## config.mk

```make
export PLATFORM = sky130hd
export DESIGN_NAME = load_store_unit
export DESIGN_NICKNAME = d
export VERILOG_FILES = /design/src/common/lsu_cfg_pkg.sv /design/src/common/lsu_types_pkg.sv /design/src/hdl/lsu_agu.sv /design/src/hdl/lsu_req_buffer.sv /design/src/load_unit/load_unit.sv /design/src/store_unit/store_unit.sv /design/src/hdl/lsu_result_pipe.sv /design/src/hdl/load_store_unit.sv
export SDC_FILE = /design/constraint.sdc
export NUM_CORES = 1
export LEC_CHECK = 0
export ABC_AREA = 0
export BUFFER_PORTS_ARGS = -buffer_cell sky130_fd_sc_hd__buf_2
export CORE_ASPECT_RATIO = 1.1
export CORE_UTILIZATION = 45
export CTS_CLUSTER_DIAMETER = 50
export CTS_CLUSTER_SIZE = 20
export DETAILED_ROUTE_END_ITERATION = 10
export GPL_TIMING_DRIVEN = 0
export PLACE_DENSITY = 0.69
export REMOVE_ABC_BUFFERS = 1
export SLEW_MARGIN = 20
export SYNTH_ARGS = -nofsm -noshare
export SYNTH_HDL_FRONTEND = slang
export SYNTH_HIERARCHICAL = 1
export SYNTH_SLANG_ARGS = --single-unit
```

## constraint.sdc

```tcl
create_clock -name clk_i -period 6.7 [get_ports clk_i]
set_clock_uncertainty 0.2 [all_clocks]
set_input_delay 0.335 -clock clk_i [delete_from_list [all_inputs] [get_ports clk_i]]
set_output_delay 0.335 -clock clk_i [all_outputs]
set_load 0.1 [all_outputs]
```

## src/common/lsu_cfg_pkg.sv

```systemverilog
/*
 * Configuration constants for the load/store unit.
 * Data and address widths, buffer and pipeline depths, and the
 * exception cause codes reported for misaligned accesses.
 */
package lsu_cfg_pkg;

  localparam int unsigned XLEN       = 32;
  localparam int unsigned ADDR_W     = 32;
  localparam int unsigned IMM_W      = 12;
  localparam int unsigned TRANS_ID_W = 3;
  localparam int unsigned BE_W       = XLEN / 8;

  // Request buffer geometry
  localparam int unsigned REQ_DEPTH = 2;
  localparam int unsigned REQ_PTR_W = (REQ_DEPTH > 1) ? $clog2(REQ_DEPTH) : 1;
  localparam int unsigned REQ_CNT_W = $clog2(REQ_DEPTH + 1);

  // Return path register stages
  localparam int unsigned LOAD_PIPE_REGS  = 1;
  localparam int unsigned STORE_PIPE_REGS = 1;

  // RISC-V mcause encodings
  localparam logic [XLEN-1:0] CAUSE_LD_MISALIGNED = XLEN'(4);
  localparam logic [XLEN-1:0] CAUSE_ST_MISALIGNED = XLEN'(6);

endpackage

```

## src/common/lsu_types_pkg.sv

```systemverilog
/*
 * Data types of the load/store unit.
 * Operation encoding, the issued instruction, the buffered request,
 * the memory port request and response, and the returned result.
 */
package lsu_types_pkg;

  typedef enum logic [2:0] {
    LB,
    LBU,
    LH,
    LHU,
    LW,
    SB,
    SH,
    SW
  } lsu_op_e;

  // Instruction as handed over by the issue stage
  typedef struct packed {
    lsu_op_e                                 op;
    logic [lsu_cfg_pkg::XLEN-1:0]            operand_a;
    logic [lsu_cfg_pkg::IMM_W-1:0]           imm;
    logic [lsu_cfg_pkg::XLEN-1:0]            operand_b;
    logic [lsu_cfg_pkg::TRANS_ID_W-1:0]      trans_id;
  } fu_data_t;

  typedef struct packed {
    logic                                    valid;
    logic [lsu_cfg_pkg::XLEN-1:0]            cause;
    logic [lsu_cfg_pkg::ADDR_W-1:0]          tval;
  } exception_t;

  // Request after address generation, as held in the buffer
  typedef struct packed {
    logic                                    is_store;
    lsu_op_e                                 op;
    logic [lsu_cfg_pkg::ADDR_W-1:0]          vaddr;
    logic [lsu_cfg_pkg::XLEN-1:0]            wdata;
    logic [lsu_cfg_pkg::BE_W-1:0]            be;
    logic [lsu_cfg_pkg::TRANS_ID_W-1:0]      trans_id;
    exception_t                              ex;
  } lsu_ctrl_t;

  typedef struct packed {
    logic                                    req;
    logic                                    we;
    logic [lsu_cfg_pkg::ADDR_W-1:0]          addr;
    logic [lsu_cfg_pkg::BE_W-1:0]            be;
    logic [lsu_cfg_pkg::XLEN-1:0]            wdata;
  } mem_req_t;

  typedef struct packed {
    logic                                    gnt;
    logic                                    rvalid;
    logic [lsu_cfg_pkg::XLEN-1:0]            rdata;
  } mem_rsp_t;

  typedef struct packed {
    logic                                    valid;
    logic [lsu_cfg_pkg::TRANS_ID_W-1:0]      trans_id;
    logic [lsu_cfg_pkg::XLEN-1:0]            result;
    exception_t                              ex;
  } lsu_result_t;

endpackage

```

## src/hdl/lsu_agu.sv

```systemverilog
`timescale 1ns/1ps
/*
 * Address generation for the load/store unit, purely combinational.
 * Forms the effective address, byte enables and lane-shifted store
 * data, and flags misaligned half and word accesses as exceptions.
 */
module lsu_agu (
  input  lsu_types_pkg::fu_data_t  fu_data_i,
  input  logic                     valid_i,
  output lsu_types_pkg::lsu_ctrl_t ctrl_o
);
  import lsu_cfg_pkg::*;
  import lsu_types_pkg::*;

  logic [ADDR_W-1:0] vaddr;
  logic [1:0]        offset;
  logic              is_store;
  logic              misaligned;

  // Effective address is operand plus sign-extended immediate
  assign vaddr  = fu_data_i.operand_a
                + {{(XLEN - IMM_W){fu_data_i.imm[IMM_W-1]}}, fu_data_i.imm};
  assign offset = vaddr[1:0];

  assign is_store = fu_data_i.op inside {SB, SH, SW};

  always_comb begin
    ctrl_o          = '0;
    ctrl_o.is_store = is_store;
    ctrl_o.op       = fu_data_i.op;
    ctrl_o.vaddr    = vaddr;
    ctrl_o.trans_id = fu_data_i.trans_id;
    // Store data moves up to the lanes it will occupy in the word
    ctrl_o.wdata    = fu_data_i.operand_b << {offset, 3'b000};

    misaligned = 1'b0;
    case (fu_data_i.op)
      LB, LBU, SB: begin
        ctrl_o.be = {{(BE_W - 1){1'b0}}, 1'b1} << offset;
      end
      LH, LHU, SH: begin
        ctrl_o.be  = {{(BE_W - 2){1'b0}}, 2'b11} << offset;
        misaligned = offset[0];
      end
      default: begin
        ctrl_o.be  = '1;
        misaligned = |offset;
      end
    endcase

    if (valid_i && misaligned) begin
      ctrl_o.ex.valid = 1'b1;
      ctrl_o.ex.cause = is_store ? CAUSE_ST_MISALIGNED : CAUSE_LD_MISALIGNED;
      ctrl_o.ex.tval  = vaddr;
    end
  end

endmodule

```

## src/hdl/lsu_req_buffer.sv

```systemverilog
`timescale 1ns/1ps
/*
 * Request FIFO between issue and the load and store units.
 * Accepts a request whenever an entry is free and shows the oldest
 * entry at the head until one of the units pops it.
 */
module lsu_req_buffer (
  input  logic                     clk_i,
  input  logic                     rst_ni,
  input  logic                     push_i,
  input  lsu_types_pkg::lsu_ctrl_t ctrl_i,
  output logic                     ready_o,
  output lsu_types_pkg::lsu_ctrl_t head_o,
  output logic                     head_valid_o,
  input  logic                     pop_i
);
  import lsu_cfg_pkg::*;
  import lsu_types_pkg::*;

  lsu_ctrl_t            entry_q [REQ_DEPTH];
  logic [REQ_PTR_W-1:0] wr_ptr_q;
  logic [REQ_PTR_W-1:0] rd_ptr_q;
  logic [REQ_CNT_W-1:0] count_q;
  logic                 do_push;
  logic                 do_pop;

  function automatic logic [REQ_PTR_W-1:0] next_ptr(input logic [REQ_PTR_W-1:0] ptr);
    if (ptr == REQ_PTR_W'(REQ_DEPTH - 1)) begin
      return '0;
    end
    return ptr + REQ_PTR_W'(1);
  endfunction

  assign ready_o      = count_q < REQ_CNT_W'(REQ_DEPTH);
  assign head_valid_o = count_q != '0;
  assign head_o       = entry_q[rd_ptr_q];
  assign do_push      = push_i && ready_o;
  assign do_pop       = pop_i && head_valid_o;

  always_ff @(posedge clk_i or negedge rst_ni) begin
    if (!rst_ni) begin
      wr_ptr_q <= '0;
      rd_ptr_q <= '0;
      count_q  <= '0;
    end else begin
      if (do_push) begin
        wr_ptr_q <= next_ptr(wr_ptr_q);
      end
      if (do_pop) begin
        rd_ptr_q <= next_ptr(rd_ptr_q);
      end
      case ({do_push, do_pop})
        2'b10:   count_q <= count_q + REQ_CNT_W'(1);
        2'b01:   count_q <= count_q - REQ_CNT_W'(1);
        default: count_q <= count_q;
      endcase
    end
  end

  always_ff @(posedge clk_i) begin
    if (do_push) begin
      entry_q[wr_ptr_q] <= ctrl_i;
    end
  end

endmodule

```

## src/load_unit/load_unit.sv

```systemverilog
`timescale 1ns/1ps
/*
 * Load unit. Takes a load from the request buffer head, reads the
 * word from memory, extracts and extends the addressed lanes, and
 * reports the result. Misaligned loads skip memory entirely.
 */
module load_unit (
  input  logic                       clk_i,
  input  logic                       rst_ni,
  input  lsu_types_pkg::lsu_ctrl_t   head_i,
  input  logic                       head_valid_i,
  output logic                       pop_o,
  output lsu_types_pkg::mem_req_t    mem_req_o,
  input  lsu_types_pkg::mem_rsp_t    mem_rsp_i,
  output lsu_types_pkg::lsu_result_t result_o
);
  import lsu_cfg_pkg::*;
  import lsu_types_pkg::*;

  typedef enum logic [1:0] {
    LD_IDLE,
    LD_REQUEST,
    LD_WAIT_DATA,
    LD_DONE
  } ld_state_e;

  ld_state_e       state_q;
  ld_state_e       state_d;
  logic            is_load;
  logic [XLEN-1:0] rdata_q;
  logic [XLEN-1:0] lane_data;
  logic [XLEN-1:0] ext_data;

  assign is_load = head_valid_i && !head_i.is_store;

  // ------------------------------------------------------------------
  // Control FSM and memory request
  // ------------------------------------------------------------------
  always_comb begin
    state_d   = state_q;
    mem_req_o = '0;
    case (state_q)
      LD_IDLE: begin
        if (is_load) begin
          if (head_i.ex.valid) begin
            state_d = LD_DONE;
          end else begin
            mem_req_o.req = 1'b1;
            state_d = mem_rsp_i.gnt ? LD_WAIT_DATA : LD_REQUEST;
          end
        end
      end
      LD_REQUEST: begin
        mem_req_o.req = 1'b1;
        if (mem_rsp_i.gnt) begin
          state_d = LD_WAIT_DATA;
        end
      end
      LD_WAIT_DATA: begin
        if (mem_rsp_i.rvalid) begin
          state_d = LD_DONE;
        end
      end
      default: begin
        state_d = LD_IDLE;
      end
    endcase
    // Head stays put until the pop, so the request is stable
    if (mem_req_o.req) begin
      mem_req_o.addr = {head_i.vaddr[ADDR_W-1:2], 2'b00};
      mem_req_o.be   = head_i.be;
    end
  end

  always_ff @(posedge clk_i or negedge rst_ni) begin
    if (!rst_ni) begin
      state_q <= LD_IDLE;
    end else begin
      state_q <= state_d;
    end
  end

  always_ff @(posedge clk_i) begin
    if (state_q == LD_WAIT_DATA && mem_rsp_i.rvalid) begin
      rdata_q <= mem_rsp_i.rdata;
    end
  end

  // ------------------------------------------------------------------
  // Lane select and extension
  // ------------------------------------------------------------------
  always_comb begin
    lane_data = rdata_q >> {head_i.vaddr[1:0], 3'b000};
    case (head_i.op)
      LB:      ext_data = {{(XLEN - 8){lane_data[7]}}, lane_data[7:0]};
      LBU:     ext_data = {{(XLEN - 8){1'b0}}, lane_data[7:0]};
      LH:      ext_data = {{(XLEN - 16){lane_data[15]}}, lane_data[15:0]};
      LHU:     ext_data = {{(XLEN - 16){1'b0}}, lane_data[15:0]};
      default: ext_data = lane_data;
    endcase
  end

  always_comb begin
    result_o = '0;
    if (state_q == LD_DONE) begin
      result_o.valid    = 1'b1;
      result_o.trans_id = head_i.trans_id;
      result_o.ex       = head_i.ex;
      result_o.result   = head_i.ex.valid ? '0 : ext_data;
    end
  end

  assign pop_o = (state_q == LD_DONE);

endmodule

```

## src/store_unit/store_unit.sv

```systemverilog
`timescale 1ns/1ps
/*
 * Store unit. Takes a store from the request buffer head and holds a
 * write request with lane-aligned data and byte enables until it is
 * granted. Misaligned stores are reported without touching memory.
 */
module store_unit (
  input  logic                       clk_i,
  input  logic                       rst_ni,
  input  lsu_types_pkg::lsu_ctrl_t   head_i,
  input  logic                       head_valid_i,
  output logic                       pop_o,
  output lsu_types_pkg::mem_req_t    mem_req_o,
  input  lsu_types_pkg::mem_rsp_t    mem_rsp_i,
  output lsu_types_pkg::lsu_result_t result_o
);
  import lsu_cfg_pkg::*;
  import lsu_types_pkg::*;

  typedef enum logic [1:0] {
    ST_IDLE,
    ST_REQUEST,
    ST_DONE
  } st_state_e;

  st_state_e state_q;
  st_state_e state_d;
  logic      is_store;

  assign is_store = head_valid_i && head_i.is_store;

  always_comb begin
    state_d   = state_q;
    mem_req_o = '0;
    case (state_q)
      ST_IDLE: begin
        if (is_store) begin
          if (head_i.ex.valid) begin
            state_d = ST_DONE;
          end else begin
            mem_req_o.req = 1'b1;
            state_d = mem_rsp_i.gnt ? ST_DONE : ST_REQUEST;
          end
        end
      end
      ST_REQUEST: begin
        mem_req_o.req = 1'b1;
        if (mem_rsp_i.gnt) begin
          state_d = ST_DONE;
        end
      end
      default: begin
        state_d = ST_IDLE;
      end
    endcase
    if (mem_req_o.req) begin
      mem_req_o.we    = 1'b1;
      mem_req_o.addr  = {head_i.vaddr[ADDR_W-1:2], 2'b00};
      mem_req_o.be    = head_i.be;
      mem_req_o.wdata = head_i.wdata;
    end
  end

  always_ff @(posedge clk_i or negedge rst_ni) begin
    if (!rst_ni) begin
      state_q <= ST_IDLE;
    end else begin
      state_q <= state_d;
    end
  end

  // Write has completed at grant and the result carries no data
  always_comb begin
    result_o = '0;
    if (state_q == ST_DONE) begin
      result_o.valid    = 1'b1;
      result_o.trans_id = head_i.trans_id;
      result_o.ex       = head_i.ex;
    end
  end

  assign pop_o = (state_q == ST_DONE);

endmodule

```

## src/hdl/lsu_result_pipe.sv

```systemverilog
`timescale 1ns/1ps
/*
 * Pipeline register for a returned result of any payload type.
 * Delays the input by DEPTH cycles; DEPTH of 0 passes straight through.
 */
module lsu_result_pipe #(
  parameter type         payload_t = logic,
  parameter int unsigned DEPTH     = 1
) (
  input  logic     clk_i,
  input  logic     rst_ni,
  input  payload_t d_i,
  output payload_t d_o
);

  if (DEPTH == 0) begin : gen_bypass
    assign d_o = d_i;
  end else begin : gen_stages
    payload_t stage_q [DEPTH];

    // Shift register, stage 0 takes the input
    always_ff @(posedge clk_i or negedge rst_ni) begin
      if (!rst_ni) begin
        for (int i = 0; i < DEPTH; i++) begin
          stage_q[i] <= '0;
        end
      end else begin
        stage_q[0] <= d_i;
        for (int i = 1; i < DEPTH; i++) begin
          stage_q[i] <= stage_q[i-1];
        end
      end
    end

    assign d_o = stage_q[DEPTH-1];
  end

endmodule

```

## src/hdl/load_store_unit.sv

```systemverilog
`timescale 1ns/1ps
/*
 * Load/store unit top level without address translation.
 * Address generation feeds a two-entry request buffer; the load and
 * store units serve its head in order on their own memory ports, and
 * each result leaves through a return pipeline register.
 */
module load_store_unit (
  input  logic                       clk_i,
  input  logic                       rst_ni,
  input  lsu_types_pkg::fu_data_t    fu_data_i,
  input  logic                       lsu_valid_i,
  output logic                       lsu_ready_o,
  output lsu_types_pkg::mem_req_t    ld_mem_req_o,
  output lsu_types_pkg::mem_req_t    st_mem_req_o,
  input  lsu_types_pkg::mem_rsp_t    ld_mem_rsp_i,
  input  lsu_types_pkg::mem_rsp_t    st_mem_rsp_i,
  output lsu_types_pkg::lsu_result_t load_result_o,
  output lsu_types_pkg::lsu_result_t store_result_o
);
  import lsu_cfg_pkg::*;
  import lsu_types_pkg::*;

  lsu_ctrl_t   agu_ctrl;
  lsu_ctrl_t   head;
  logic        head_valid;
  logic        ld_pop;
  logic        st_pop;
  logic        buf_pop;
  lsu_result_t ld_result;
  lsu_result_t st_result;

  // ------------------------------------------------------------------
  // Input side
  // ------------------------------------------------------------------
  lsu_agu u_agu (
    .fu_data_i (fu_data_i),
    .valid_i   (lsu_valid_i),
    .ctrl_o    (agu_ctrl)
  );

  // Only one unit ever owns the head, so the pops never collide
  assign buf_pop = ld_pop | st_pop;

  lsu_req_buffer u_req_buffer (
    .clk_i        (clk_i),
    .rst_ni       (rst_ni),
    .push_i       (lsu_valid_i),
    .ctrl_i       (agu_ctrl),
    .ready_o      (lsu_ready_o),
    .head_o       (head),
    .head_valid_o (head_valid),
    .pop_i        (buf_pop)
  );

  // ------------------------------------------------------------------
  // Load and store units
  // ------------------------------------------------------------------
  load_unit u_load_unit (
    .clk_i        (clk_i),
    .rst_ni       (rst_ni),
    .head_i       (head),
    .head_valid_i (head_valid),
    .pop_o        (ld_pop),
    .mem_req_o    (ld_mem_req_o),
    .mem_rsp_i    (ld_mem_rsp_i),
    .result_o     (ld_result)
  );

  store_unit u_store_unit (
    .clk_i        (clk_i),
    .rst_ni       (rst_ni),
    .head_i       (head),
    .head_valid_i (head_valid),
    .pop_o        (st_pop),
    .mem_req_o    (st_mem_req_o),
    .mem_rsp_i    (st_mem_rsp_i),
    .result_o     (st_result)
  );

  // ------------------------------------------------------------------
  // Output side
  // ------------------------------------------------------------------
  lsu_result_pipe #(
    .payload_t (lsu_result_t),
    .DEPTH     (LOAD_PIPE_REGS)
  ) u_load_pipe (
    .clk_i  (clk_i),
    .rst_ni (rst_ni),
    .d_i    (ld_result),
    .d_o    (load_result_o)
  );

  lsu_result_pipe #(
    .payload_t (lsu_result_t),
    .DEPTH     (STORE_PIPE_REGS)
  ) u_store_pipe (
    .clk_i  (clk_i),
    .rst_ni (rst_ni),
    .d_i    (st_result),
    .d_o    (store_result_o)
  );

endmodule

```

# Word level (Yosys, flattened, before mapping)
# Memories as Yosys holds them, arrays and structs flattened.
# Cells that the tools add are included.
[op_classes]
n_addsub = 5
n_lt_le_gt_ge = 1
n_eq_ne = 21
shift = 4
mux = 38
bitwise = 1
n_reduce_logical = 19
[ops]
columns = ["op", "n"]
rows = [
  ["65-bit 2-to-1 mux", 2],
  ["32-bit case mux with 4 select lines", 1],
  ["101-bit 2-to-1 mux", 1],
  ["69-bit 2-to-1 mux", 1],
  ["36-bit 2-to-1 mux", 1],
  ["32-bit adder", 1],
  ["32-bit 2-to-1 mux", 1],
  ["32-bit by 5-bit << shifter with 32-bit output", 1],
  ["32-bit by 5-bit right shift with 32-bit output", 1],
  ["2-bit 2-to-1 mux", 10],
  ["1-bit 2-to-1 mux", 13],
  ["3-bit by 2-bit equality test with 1-bit output, second input constant", 4],
  ["3-bit equality test, second input constant", 3],
  ["2-bit equality test, second input constant", 4],
  ["2-bit case mux with 2 select lines", 2],
  ["4-bit case mux with 2 select lines", 1],
  ["2-bit by 1-bit equality test with 1-bit output, second input constant", 3],
  ["3-bit by 1-bit equality test with 1-bit output, second input constant", 2],
  ["1-bit logical AND", 6],
  ["3-bit zero test", 2],
  ["2-bit != test, second input constant", 3],
  ["1-bit case mux with 2 select lines", 3],
  ["2-bit case mux with 3 select lines", 1],
  ["3-bit OR reduction", 2],
  ["16 further kinds", 20],
]
[totals]
ff_bits = 210
mem_bits_rw = 280
output_inout_bits = 343
wordCells = 107
memories = 1
[memory_table]
columns = ["name", "depth", "word_bits", "read_ports", "rd_clocked_by_memory_dff", "wr", "line", "rtl"]
rows = [
  ["u_req_buffer.entry_q", 2, 140, 1, 0, 1, "lsu_req_buffer.sv:20", "lsu_ctrl_t entry_q [REQ_DEPTH];"],
]

# Logic depth before layout (Yosys ltp)
# An unclocked memory read counts as a cell.
[depth]
word_depth = 6
mapped_depth = 12
depth_no_buf = 10

# Cells and area by module
# The synthesis kept the hierarchy.
[modules_own_cells]
columns = ["mod", "n_inst", "cells_per_inst", "area_each_um2", "seq_area_each_um2"]
rows = [
  ["lsu_req_buffer", 1, 453, 10665.2, 8508.2],
  ["lsu_result_pipe", 2, 101, 2527.4, 2527.4],
  ["lsu_agu", 1, 442, 2999.1, 0.0],
  ["load_unit", 1, 312, 2866.5, 1011.0],
  ["store_unit", 1, 276, 1687.9, 50.0],
  ["load_store_unit", 1, 1, 6.3, 0.0],
]

# Worst setup path after synthesis
# No wires, ideal clock.
[synth_path]
kind = "register to register"
start = "reg u_req_buffer.count_q[1]"
end = "mem u_req_buffer/entry_q[0][0] (netlist bit) (enable)"
setup_time_ps = 642
arrival_time_ps = 7114
path_slack_ps = -1256
stages_incl_launch_ff = 4
n_path_buf = 0
synth_period_minus_slack_ps = 7956
cell_sequence = "dfrtp_1 -> inv_1 -> nand2_1 -> nor2_1"
[synth_between]
elab_chain_cells = 4
[synth_rtl]
columns = ["element", "line", "rtl"]
rows = [
  ["start: declaration", "lsu_req_buffer.sv:23", "logic [REQ_CNT_W-1:0] count_q;"],
  ["start signal: assignment", "lsu_req_buffer.sv:53", "2'b10: count_q <= count_q + REQ_CNT_W'(1);"],
  ["start signal: assignment", "lsu_req_buffer.sv:54", "2'b01: count_q <= count_q - REQ_CNT_W'(1);"],
  ["start signal: assignment", "lsu_req_buffer.sv:55", "default: count_q <= count_q;"],
  ["2-bit < comparator", "lsu_req_buffer.sv:34", "assign ready_o = count_q < REQ_CNT_W'(REQ_DEPTH);"],
  ["named net lsu_ready_o", "load_store_unit.sv:13", "output logic lsu_ready_o,"],
  ["1-bit logical AND", "lsu_req_buffer.sv:37", "assign do_push = push_i && ready_o;"],
  ["1-bit 2-to-1 mux", "lsu_req_buffer.sv:61", "if (do_push) begin"],
  ["1-bit 2-to-1 mux (not written as such)", "lsu_req_buffer.sv:62", "entry_q[wr_ptr_q] <= ctrl_i;"],
  ["end: declaration", "lsu_req_buffer.sv:20", ""],
]
# The timed path passes the listed nets, and every way through them passes these cells.

==> results_dict.tcl <==
set metrics [dict create \
    cts-buffers-inserted 46 \
    ys.flop_type "edfxtp_1" \
    dieWidth_um 219 \
    critPathMaxFanout 68 \
    cp_slowest_cell "dfrtp_4" \
    clock_latency_ns 0.58 \
    wl_per_cell_um 18.7 \
    drtIter0Drc 890 \
    yosysTopAreaCell "edfxtp_1" \
    setup_tns_ns 0 \
    tritoncts "done" \
    path_cells "buf_16 -> mux2_4 -> nand3b_4 -> a21oi_1 -> buf_2" \
    synthArstFlopShare 0.402 \
    min_period_ns 4.57 \
    drc_errors 0 \
    syn_to_final_growth_pct 20.9 \
    dr_wl_met2_um 27700 \
    hpwl_um 35600 \
    synthCells 1686 \
    outcome "finished clean" \
    drv_cap 0 \
    via_per_inst 5.00 \
    post-cts-setup-buffers 0 \
    grt.overflow.total 0 \
    synth_edf_count 312 \
    relSlewSlack 0.317 \
    grt_pass1_vias 14200 \
    fp.coreArea_um2 51200 \
    worstMarginPinSlew_ns 1.03 \
    io_buffers 425 \
    top_layer_used "met4" \
    post_cts_resized 0 \
    min_path_type "input pin to flop" \
    antenna_left 0 \
    path_clk_slew_ns 0.07 \
    yosysWarningCount 6 \
    rsz0062_at_grt "false" \
    synth_top_area_share 0.402 \
    fin_ws_ns 2.13 \
    avgSynthCellArea_um2 13.8 \
    dieArea_um2 52600 \
    antenna_found_initial 1 \
    crit_arrival_ns 4.03 \
    max_freq_mhz 219 \
    grt.total_usage 0.198 \
    yosysUniqueCellTypes 67 \
    fin_crit_sh 0.682 \
    finalHoldViolCount 0 \
    yosysSeqAreaShare 0.628 \
    die_h_um 241 \
    rows 87 \
    nNetsFinal 2338 \
    drive_above_1_share 0.321 \
    setup_viol 0 \
    wl_met1_um 22000 \
    firstDrtPassIters 5 \
    final_max_slew_viol_count 0 \
    synth_area_leaders "edfxtp_1, dfrtp_1, mux2_4" \
    synthTopCellsByCount "edfxtp_1, dfrtp_1, and2_1, a21oi_1, buf_4" \
    h-tree-depth 2 \
    cp-end-kind "output port" \
    rrSetupSlack_ns 3.25 \
    start_util 0.455 \
    routed-via-count 14300 \
    stdcell_count 2853 \
    ys_ff_latch 522 \
    grt_pass1_wl_um 80400 \
    wl_met3_um 2270 \
    ios 496 \
    cts.path.max_buffers 3 \
    root_buffer "clkbuf_16" \
    diodes 0 \
    grt_max_degree 98 \
    gp_congestion 0.825 \
    synthesis.area_um2 23300 \
    numClockSinks 522 \
    yosysMostFrequentCell "edfxtp_1" \
    wl_um 53400 \
    required_ns 6.16 \
    crit_type "flop to output port" \
    place_inst 2695 \
    startpoint_type "flop" \
    max_stage_delay_ns 0.84 \
    preCtsSetupSlack_ns 2.59 \
]
critical path, delay by kind of cell (launching register included):
family / cells / cell delay (ns)
flip-flops: 1 / 0.84
AND/OR/NAND/NOR: 1 / 0.84
buffers and inverters: 2 / 0.82
AO/OA/AOI/OAI: 1 / 0.52
multiplexers: 1 / 0.39
stage by stage:
step                hold WS [ns]  utilization  cell area (um^2)
global route              0.0184        0.550             28100
detailed placement       -0.0120        0.504             25800
finish                    0.0260        0.550             28100
global placement           0.277        0.495             25300
floorplan                 -0.161            -             22400
CTS                      0.00169        0.550             28100
worst paths after layout:
check                                                     from                               endpoint  depth (start not counted)
min                                              fu_data_i[30]  u_req_buffer/entry_q[1][99]$_DFFE_PP_                          3
max reg2reg                  u_req_buffer/rd_ptr_q$_DFFE_PN0P_          u_load_pipe/d_o[77]$_DFF_PN0_                          5
min in group asynchronous                               rst_ni         u_store_pipe/d_o[10]$_DFF_PN0_                          3
max                          u_req_buffer/rd_ptr_q$_DFFE_PN0P_                        st_mem_req_o[1]                          5
max in group asynchronous                               rst_ni          u_load_pipe/d_o[67]$_DFF_PN0_                          4
min reg2reg                u_req_buffer/count_q[0]$_DFFE_PN0P_    u_req_buffer/count_q[0]$_DFFE_PN0P_                          1
kinds of logic (layout without fill, tap and decap cells):
kind of cell	after synthesis	in the layout	share of synthesized area
DFF	522	522	0.628
and+or+nand+nor	427	427	0.107
AOI/OAI and AO/OA	262	262	0.0715
buffers and inverters	219	623	0.0589
muxes	182	182	0.101
adders and majority gates	37	37	0.0202
xor gates and xnor gates	34	34	0.0128
other	3	99	0.000484
metal layers:
layer  up-vias  track usage
met5         -            0
met4         0       0.0669
met3        86       0.0286
met2       375        0.348
met1      7106        0.251
li1       6686            -
final cells by class:
class / instances / area (um^2)
inverters: 23 / 88.8
well taps: 667 / 835
clock buffers: 55 / 1240
multi-input cells: 1041 / 7680
clock inverters: 31 / 402
flip-flops and latches: 522 / 14600
fillers: 4210 / 23000
repair buffers: 514 / 3270
placed cells by master (no fill, tap or decap), types with 7 or more instances in the layout:
master and count:
a211oi_1 29, a21o_1 19, a21oi_1 117, and2_1 173, and3_1 10, buf_12 7, buf_16 10, buf_2 425
clkbuf_16 48, clkinv_8 7, conb_1 99, dfrtp_1 208, dlygate4sd3_1 71, edfxtp_1 312, ha_1 34, inv_1 20
inv_6 9, mux2_2 52, mux2_4 91, mux2i_1 39, nand2_1 44, nand2b_1 79, nand3_1 7, nor2_1 31
nor2b_1 54, o21ai_0 41, o21ai_1 7, xnor2_1 22, xor2_1 12
flip-flops by register name (all words and copies together), names as in the netlist:
register / flops
u_store_pipe/d_o: 101
u_load_pipe/d_o: 101
u_load_unit/rdata_q: 32
u_load_unit/state_q: 2
u_store_unit/state_q: 2
u_req_buffer/entry_q: 280
u_req_buffer/count_q: 2
u_req_buffer/rd_ptr_q: 1
u_req_buffer/wr_ptr_q: 1
repair_timing:
item | CTS | global route
setup endpoints to repair | 0 | 0
hold endpoints to repair | 235 | 0
hold buffers | 72 | 0
Power is not shown: default switching activity piles up to over one toggle a cycle in this logic, so the estimate is an artifact.
